===== config.mk =====
export PLATFORM = sky130hd
export DESIGN_NAME = preg_ready_table
export DESIGN_NICKNAME = d
export VERILOG_FILES = /design/src/rob_pkg.sv /design/src/preg_ready_table.sv
export SDC_FILE = /design/constraint.sdc
export NUM_CORES = 1
export LEC_CHECK = 0
export BUFFER_PORTS_ARGS = -buffer_cell sky130_fd_sc_hd__clkbuf_2
export CORE_AREA = 5 5 97 99
export CTS_CLUSTER_SIZE = 16
export DETAILED_ROUTE_END_ITERATION = 8
export DIE_AREA = 0 0 102 104
export GPL_ROUTABILITY_DRIVEN = 0
export PLACE_DENSITY = 0.81
export SLEW_MARGIN = 20
export SYNTH_ARGS = -nofsm -noshare
export SYNTH_HDL_FRONTEND = slang
export SYNTH_SLANG_ARGS = --single-unit
export TNS_END_PERCENT = 30

===== constraint.sdc =====
create_clock -name clk -period 1.4 [get_ports clk]
set_input_delay 0.28 -clock clk [delete_from_list [all_inputs] [get_ports clk]]
set_output_delay 0.28 -clock clk [all_outputs]
set_load 0.005 [all_outputs]

===== src/rob_pkg.sv =====
`default_nettype none

package rob_pkg;

    // machine sizes
    localparam int NUM_AREG  = 32;   // risc-v integer regs
    localparam int NUM_PREG  = 64;   // physical reg file
    localparam int ROB_DEPTH = 16;
    localparam int NUM_CMPL  = 3;    // fu completion ports
    localparam int RETIRE_W  = 2;    // commit slots per cycle

    localparam int XLEN      = 32;
    localparam int AREG_W    = $clog2(NUM_AREG);
    localparam int PREG_W    = $clog2(NUM_PREG);
    localparam int ROB_PTR_W = $clog2(ROB_DEPTH);

    typedef logic [AREG_W-1:0]    areg_t;
    typedef logic [PREG_W-1:0]    preg_t;
    typedef logic [ROB_PTR_W-1:0] rob_ptr_t;
    typedef logic [ROB_PTR_W:0]   rob_cnt_t;   // 0..ROB_DEPTH
    typedef logic [PREG_W-1:0]    fl_ptr_t;    // free list slot index
    typedef logic [PREG_W:0]      fl_cnt_t;    // 0..NUM_PREG
    typedef logic [XLEN-1:0]      word_t;
    typedef logic [XLEN-1:0]      pc_t;

    // from the front end, held while stalled
    typedef struct packed {
        logic  is_store;
        areg_t arch_rd;      // ignored for stores
        pc_t   pc;
        word_t store_addr;
        word_t store_data;
    } dispatch_t;

    // one per fu port, single cycle pulse
    typedef struct packed {
        logic  valid;
        pc_t   pc;           // matched against in-flight entries
        word_t data;
    } cmpl_t;

    // broadcast to issue / bypass
    typedef struct packed {
        logic  valid;
        preg_t preg;
        word_t data;
    } wakeup_t;

    // arf write or store release
    typedef struct packed {
        logic  valid;
        logic  is_store;
        areg_t arch_rd;
        word_t data;         // result, or store data
        word_t store_addr;
        pc_t   pc;
    } commit_t;

    typedef struct packed {
        logic  busy;
        logic  is_store;
        logic  complete;
        areg_t arch_rd;
        preg_t new_preg;
        preg_t old_preg;     // freed when this entry retires
        word_t data;
        word_t store_addr;
        word_t store_data;
        pc_t   pc;
    } rob_entry_t;

endpackage

`default_nettype wire


===== src/preg_ready_table.sv =====
`default_nettype none

module preg_ready_table (
    input  wire                               clk,
    input  wire                               rstn,
    input  wire                               alloc_valid,
    input  wire rob_pkg::preg_t               alloc_preg,
    input  wire rob_pkg::wakeup_t             wakeup [rob_pkg::NUM_CMPL],
    output logic [rob_pkg::NUM_PREG-1:0]      issue_ready
);

    // one bit per preg, 1 = value available
    logic [rob_pkg::NUM_PREG-1:0] ready_q;

    assign issue_ready = ready_q;

    always_ff @(posedge clk) begin
        if (!rstn) begin
            ready_q <= '1;                          // committed state only
        end else begin
            if (alloc_valid) begin
                ready_q[alloc_preg] <= 1'b0;        // waiting on producer
            end
            // later assignment wins, so a wakeup beats the clear
            for (int p = 0; p < rob_pkg::NUM_CMPL; p++) begin
                if (wakeup[p].valid) begin
                    ready_q[wakeup[p].preg] <= 1'b1;
                end
            end
        end
    end

endmodule

`default_nettype wire


# --- Word-level counts from Yosys, hierarchy flattened ---
# Index checks and enable logic that the tools add are counted.
op_classes:
  mux: 15
  reduce_logical: 4
  n_bitwise: 5
  magnitude_cmp: 8
ops:
  columns: ["op", "count"]
  rows:
  - ["two-way mux 64 bit", 7]
  - ["OR 64 bit", 3]
  - ["bitwise AND 64 bit", 1]
  - ["inverter 64 bit", 1]
  - ["less-than comparator 6 x 7 -> 1 bit (second input constant)", 4]
  - ["demux 1 bit (select 6 bit)", 4]
  - ["greater-or-equal comparator 6 x 1 -> 1 bit (second input constant)", 4]
  - ["logical AND 1 bit", 4]
  - ["two-way mux 1 bit", 4]
word_totals:
  elab_cells: 33
  input_bits: 126
  ff_bits: 64
  output_inout_bits: 64

# --- Longest topological paths before layout ---
# Gate-level depths: netlist of run 1.
depth:
  word_depth: 16
  ltp_mapped: 5
  mapped_depth_nobuf: 3

# --- Worst setup path after synthesis of run 1 ---
# OpenSTA, ideal clock, no wires.
synth_path:
  kind: "in2reg"
  start: "input port alloc_valid"
  end: "register ready_q (netlist bit issue_ready[56])"
  arrival_ps: 1114
  cell_stages: 4
  n_path_buf: 1
  setup_ps: 141
  setup_slack_ps: 145
  t_required_ps: 1259
  path_cell_list: "buf_4 -> or4b_4 -> o21ai_1 -> nand4_1"
synth_between:
  elab_chain_cells: 10
synth_rtl:
  columns: ["element", "line_no", "text"]
  rows:
  - ["start: declaration", "preg_ready_table.sv:6", "input wire alloc_valid,"]
  - ["two-way mux 64 bit *", "preg_ready_table.sv:21", "if (alloc_valid) begin"]
  - ["two-way mux 64 bit *", "preg_ready_table.sv:18", "if (!rstn) begin"]
  - ["OR 64 bit (no line)", null, null]
  - ["two-way mux 64 bit *", "preg_ready_table.sv:26", "if (wakeup[p].valid) begin"]
  - ["two-way mux 64 bit *", "preg_ready_table.sv:18", null]
  - ["OR 64 bit (no line)", null, null]
  - ["two-way mux 64 bit *", "preg_ready_table.sv:26", null]
  - ["two-way mux 64 bit *", "preg_ready_table.sv:18", null]
  - ["OR 64 bit (no line)", null, null]
  - ["two-way mux 64 bit *", "preg_ready_table.sv:26", null]
  - ["end signal: assignment", "preg_ready_table.sv:19", "ready_q <= '1;"]
  - ["end signal: indexed assignment", "preg_ready_table.sv:22", "ready_q[alloc_preg] <= 1'b0;"]
  - ["end signal: indexed assignment", "preg_ready_table.sv:27", "ready_q[wakeup[p].preg] <= 1'b1;"]
  - ["end: declaration", "preg_ready_table.sv:13", "logic [rob_pkg::NUM_PREG-1:0] ready_q;"]
# Every way passes the cells marked *; elsewhere a longest branch is shown, timed or not. The select of a mux whose other input is x is not followed.
# A chain may end at the register's enable or synchronous reset.

# --- Final worst setup path of run 1 ---
layout_path:
  start: "input port wakeup[37] in the netlist's numbering"
  end: "register ready_q (netlist bit issue_ready[22])"
layout_between:
  elab_chain_cells: 6
  word_cells_on_any_way: 7
  cone_classes: "order compare (2); mux (3); bitwise (1); reduce/logical (1)"
layout_rtl:
  columns: ["element", "line_no", "text"]
  rows:
  - ["start: declaration", "preg_ready_table.sv:8", "input wire rob_pkg::wakeup_t wakeup [rob_pkg::NUM_CMPL],"]
  - ["less-than comparator 6 x 7 -> 1 bit (not written as such) or greater-or-equal comparator 6 x 1 -> 1 bit (tied branches)", "preg_ready_table.sv:27", null]
  - ["logical AND 1 bit (not written as such)", "preg_ready_table.sv:27", null]
  - ["two-way mux 1 bit (not written as such)", "preg_ready_table.sv:27", null]
  - ["demux 1 bit (select 6 bit) *", "preg_ready_table.sv:27", null]
  - ["OR 64 bit (no line) *", null, null]
  - ["two-way mux 64 bit *", "preg_ready_table.sv:26", null]
# Every way passes the cells marked *; elsewhere a longest branch is shown, timed or not.

==> out/results.ini, run 1 <==
[floorplan]
die_x_um = 102
core_area_um2 = 8470
dieArea_um2 = 10600
die_h_um = 104
pin_count = 190
rows = 34
start_util = 0.458

[grt]
grtUsageTotal = 0.256
grt_max_degree = 33
grt_pass1_vias = 4203
grt_overflow = 0
antenna_found_initial = 0
grt_pass1_wl_mm = 21.8

[synthesis]
yosys_most_used_dff = dfxtp_1
synth_top_area_cell = dfxtp_1
netlist-cell-type-count = 45
synthArstFlopShare = 0
synthCells = 439
synth_seq_cells = 64
synth_area_per_cell_um2 = 8.83
netlist_area_um2 = 3880
yosysWarningCount = 0
synth_top_area_share = 0.330
synth-edff-count = 0
synth_area_leaders = dfxtp_1 (33%), a22oi_1 (9.1%), o2111ai_1 (7.7%)
syn-num-nets = 565
synth_seq_area_share = 0.330

[placed_design]
pre_cts_ws_ns = -0.0644
place_area_um2 = 4510
dp_hpwl_mm = 10.2
io_buffers = 93

[critical_path]
crit_fanout = 8
crit_buf_inv = 2
arrival_ns = 1.42
path_cells = clkbuf_2 -> buf_4 -> nor3b_2 -> a22oi_1 -> o2111ai_1
start_kind = input pin
critPathMaxStageDelay_ns = 0.55
crit_family = simple AND/OR/NAND/NOR gates
cp-end-kind = flip-flop
cp.required_ns = 1.67
cpMaxStageDelayCell = nor3b_2
crit_type = in -> reg

[outcome]
status = finished clean

[routing]
wirelength_mm = 13.8
drt-pass1-iter-count = 6
vias = 4381
wl_per_cell_um = 21.6
remaining_drc_errors = 0
via_per_inst = 6.86
antenna_left = 0
drtIter0Drc = 614

[cts]
hold_buffers = 0
post_cts_resized = 0
h-tree-depth = 3
cts_root_buf = clkbuf_8
cts_made_buffers = 9
insertion_delay_ns = 0.35
clk_pin_slew_worst_paths_ns = 0.07
clock-sinks = 64
clk_path_buf_depth = 2
tritoncts = yes
cts_setup_buffers = 0

[sta]
period_share = 0.821
max_slew_margin = 0.565
rsz0062_at_grt = no
fin_worst_skew_ns = 0
period_minus_slack_ns = 1.15
final.setup.worst_slack_ns = 0.250
tightest_slew_ns = 0.649
max_freq_mhz = 870
maxSlewViolCount = 0
hold_viol = 0
setup_viol_count_final = 0

[cells_and_area]
layout.nets = 652
largest_reg_flops = 64
final_cell_area_um2 = 4710
drive_gt1_frac = 0.318
fill_cells = 791
area_growth_syn_to_layout_pct = 21.5
num_antenna_cells = 0
layout_commonest_cell = clkbuf_2
mostFrequentLayoutCells = clkbuf_2 (93), dfxtp_1 (64), a22oi_1 (47), o21ai_0 (35), buf_4 (35)

[flow_run]
drv_cap = 0

[pwr]
power.density_nw_per_um2 = 868
ir_drop_mv = 0.525
p_leak_nw = 1.68

[hold_path]
hold_path.class = in -> reg

-- worst paths after layout --
kind / slack (ns) / end / start / cells past startpoint
max: 0.25 / issue_ready[22] / wakeup[37] / 5
max reg2reg: 0.70 / issue_ready[25] / issue_ready[25] / 2
min reg2reg: 0.47 / issue_ready[18] / issue_ready[18] / 2
min: 0.37 / issue_ready[24] / alloc_preg[1] / 4
-- kinds of logic after synthesis --
family                 after synthesis  share of synthesized area
AOI/OAI and AO/OA                  181                      0.326
buffers and inverters               56                     0.0752
DFF                                 64                      0.330
and+or+nand+nor                    138                      0.268
-- layer usage --
layer | part of all wire | GRT usage
met1 | 0.38 | 0.324
met2 | 0.46 | 0.393
met3 | 0.12 | 0.0684
met4 | 0.045 | 0.137
met5 | 0 | 0
-- worst min-delay path: cells and delay by family --
family	cells	cell delay [ns]
AND/OR/NAND/NOR	2	0.23
buffers and inverters	1	0.11
AO/OA/AOI/OAI	1	0.07
-- through the flow --
| step | setup TNS (ns) | power [W] | instances | hold WS (ns) | utilization |
|---|---|---|---|---|---|
| floorplan | 0 | 0.00224 | 439 | 0.457 | - |
| global placement | -0.0347 | 0.00245 | 623 | 0.457 | 0.533 |
| CTS | 0 | 0.00407 | 639 | 0.366 | 0.556 |
| global route | 0 | 0.00423 | 639 | 0.393 | 0.556 |
| finish | 0 | 0.00409 | 639 | 0.371 | 0.556 |
| detailed placement | -0.497 | 0.00247 | 623 | 0.453 | 0.533 |
-- where the power goes --
part	total [W]	switching [W]	internal (W)
logic	0.000615	0.000395	0.000220
clock network	0.00163	0.000767	0.000868
registers	0.00184	0.00000764	0.00183
-- synthesized netlist by cell type, types with 6 or more instances --
cell	instances
o2111ai_1	34
a221oi_2	7
nand2b_1	6
nand3_1	31
nand2_1	12
a21oi_1	20
and4b_1	6
buf_2	29
clkbuf_1	17
nand4b_1	8
a22oi_1	47
dfxtp_1	64
nand4_1	10
and3b_1	9
o21ai_1	23
o31ai_1	6
o21ai_0	35
nand3b_1	7
-- cell type report --
class / count / area, µm² / area share
Clock buffer: 11 / 141 / 0.0300
Clock inverter: 5 / 56.3 / 0.0120
Inverter: 1 / 3.75 / 0.000797
Sequential cell: 64 / 1280 / 0.272
Tap cell: 108 / 135 / 0.0287
Multi-Input combinational cell: 319 / 2300 / 0.489
Timing Repair Buffer: 131 / 788 / 0.167
Note: power is estimated with default switching activity, not from simulation.
==> run 2, diff against run 1 <==
- ABC_AREA: not set -> 1
- CORE_AREA: 5 5 97 99 -> 5 5 100 102
- DIE_AREA: 0 0 102 104 -> 0 0 105 107
- PLACE_DENSITY: 0.81 -> 0.8
- clock period: 1.4 -> 1.1 ns (I/O delays scaled with it)
==> run 2 against run 1 <==
Die area up 5.9%. Utilization up 7.2 points. Sequential power up 27%. Synthesized cell count up 63%. Clock power up 58%. Flip-flop and latch count unchanged. Global-route usage up 1.3 points. Worst setup slack worse by 0.22 ns. Critical path type is now reg -> out. Critical endpoint is now issue_ready[46]. Largest power group is now the clock network.
==> out/results.ini, run 2 <==
[outcome]
status = finished clean

[cts]
insertion_delay_ns = 0.35  ; about the same
cts_made_buffers = 9  ; unchanged
clk_path_buf_depth = 2  ; unchanged
clock-sinks = 64  ; unchanged
tritoncts = yes
h-tree-depth = 3  ; unchanged
clk_pin_slew_worst_paths_ns = 0.07  ; about the same
cts_root_buf = clkbuf_8

[synthesis]
synthArstFlopShare = 0  ; unchanged
synth-compound-area-share = 0.0564  ; -0.270
synthTopCellsByCount = nor2_1 (295), nand2_1 (116), nand3_1 (95)
synth_top_family_by_area = simple AND/OR/NAND/NOR gates
synth_area_per_cell_um2 = 5.71  ; -35%
netlist_area_um2 = 4080  ; +5.3%
yosysWarningCount = 0  ; unchanged
syn-num-nets = 841  ; +49%
netlist-cell-type-count = 17  ; -62%
synth_area_leaders = dfxtp_1 (31%), nor2_1 (27%), nand3_1 (12%)
synthAdderAreaFrac = 0  ; unchanged
synthMuxAreaShare = 0  ; unchanged
synth_seq_cells = 64  ; unchanged
yosys_most_used_dff = dfxtp_1
synth_seq_area_share = 0.314  ; -0.0166
synthCells = 715  ; +63%
yosys.area_share.xor_xnor = 0  ; unchanged
yosys.area_share.simple = 0.557  ; +0.289
synth_top_area_cell = dfxtp_1
synth-edff-count = 0  ; unchanged
yosysMostFrequentCell = nor2_1
synth_top_area_share = 0.314  ; -0.0166

[floorplan]
pin_count = 190  ; unchanged
die_h_um = 107  ; +2.9%
dieArea_um2 = 11200  ; +5.9%
start_util = 0.453  ; -0.00546
die_x_um = 105  ; +2.9%
rows = 35  ; +2.9%
core_area_um2 = 9020  ; +6.6%

[critical_path]
crit-reg2reg-launch = issue_ready[55]
crit_type = reg -> out
cp.required_ns = 0.88  ; -0.79 ns
path_cells = clkbuf_2
cpMaxStageDelayCell = dfxtp_1
critPathMaxStageDelay_ns = 0.37  ; -0.18 ns
start_kind = flip-flop
crit_buf_inv = 1  ; -1
crit_family = flip-flops
cp-end-kind = output pin
cp-startpoint = issue_ready[46]
cp_num_cells = 1  ; -4
r2r_cells = 2  ; unchanged
crit_fanout = 2  ; -6
arrival_ns = 0.85  ; -0.57 ns

[hold_path]
hold_path_depth = 5  ; +1
hold_path.class = in -> reg
min_from = alloc_preg[3]

[grt]
antenna_found_initial = 0  ; unchanged
grt_overflow = 0  ; unchanged
grt_max_degree = 20  ; -39%
grt_pass1_wl_mm = 24.4  ; +12%
grtUsageTotal = 0.269  ; +0.0130
grt_pass1_vias = 4994  ; +19%

[routing]
drtIter0Drc = 679  ; +11%
antenna_left = 0  ; unchanged
wirelength_mm = 15.2  ; +10%
drt-pass1-iter-count = 9  ; +3
wl_per_cell_um = 14.9  ; -31%
vias = 5519  ; +26%
via_per_inst = 5.43  ; -21%
remaining_drc_errors = 0  ; unchanged

[cells_and_area]
final_core_util = 0.628  ; +0.0717
drive_gt1_frac = 0.244  ; -0.0743
num_antenna_cells = 0  ; unchanged
mostFrequentLayoutCells = nor2_1 (295), nand2_1 (116), nand3_1 (95), clkbuf_2 (93), buf_4 (90)
area_growth_syn_to_layout_pct = 38.8
largest_reg_flops = 64  ; unchanged
layout.nets = 1027  ; +58%
fill_cells = 839  ; +6.1%
layout_commonest_cell = nor2_1

[sta]
final.setup.worst_slack_ns = 0.0340  ; -0.216 ns
period_minus_slack_ns = 1.07
period_share = 0.969
maxSlewViolCount = 0  ; unchanged
timing.hold.ws_ns = 0.291  ; -0.0806 ns
tightest_slew_ns = 0.577  ; -0.0725 ns
fin_worst_skew_ns = 0  ; unchanged
max_slew_margin = 0.614  ; +0.0492
rsz0062_at_grt = no
setup_viol_count_final = 0  ; unchanged
max_freq_mhz = 938
hold_viol = 0  ; unchanged
finalSetupTns_ns = 0  ; unchanged

[pwr]
power_w = 0.00590  ; +44%
power.density_nw_per_um2 = 1040  ; +20%
ir_drop_mv = 0.702  ; +34%
p_leak_nw = 2.58  ; +54%

[flow_run]
drv_cap = 0  ; unchanged

[placed_design]
pre_cts_ws_ns = -0.225  ; -0.160 ns
io_buffers = 93  ; unchanged
dp_hpwl_mm = 11.6  ; +14%

run 2: worst reg2reg max path: cells and delay by family, from the launching register on:
kind / cells / cell delay, ns
DFF: 1 / 0.33
AOI/OAI and AO/OA: 1 / 0.10
and+or+nand+nor: 1 / 0.10
run 2: routing by layer:
layer  global-route usage  wire (µm)  part of all wire  vias to the layer above
met5                    0          0                 0                        -
met4                0.142        639             0.042                        0
met3               0.0464       1690              0.11                       74
met2                0.416       6590              0.43                      377
met1                0.358       6270              0.41                     2395
li1                     -          -                 -                     2673
run 2: layout make-up:
cell class	instances	area, µm²	share of cell area
inverter	45	169	0.0298
timing repair buffer	192	1320	0.233
tap	111	139	0.0245
sequential	64	1280	0.226
multi-input combinational	589	2500	0.442
clock inverter	6	114	0.0201
clock buffer	10	138	0.0243
run 2: path summary, 6_finish.rpt:
kind	slack (ns)	end
setup reg to reg	0.46	issue_ready[55]
hold / removal	0.29	issue_ready[52]
setup / recovery	0.03	issue_ready[46]
hold reg to reg	0.47	issue_ready[10]
run 2: logic make-up (layout without fill, tap and decap cells):
group,Yosys count,in the layout
buffers and inverters,62,253
AND/OR/NAND/NOR,543,543
AO/OA/AOI/OAI,46,46
flip-flops,64,64
run 2: stage by stage:
stage,instance area [µm²],std cells
3_5_place_dp,5410,1001
6_report,5670,1017
3_3_place_gp,5410,1001
4_1_cts,5670,1017
5_1_grt,5670,1017
2_1_floorplan,4080,715
run 2: report_power, final:
part	leakage [nW]	internal [W]	switching, W
Sequential	0.518	0.00233	0.00000917
Combinational	1.94	0.000389	0.000587
Clock	0.119	0.00157	0.00101
run 2: timing repair:
item	CTS	global route
setup buffers	0	0
hold buffers	0	0
gates resized for setup	0	1
endpoints found under the setup margin	0	1
endpoints found under the hold margin	0	0
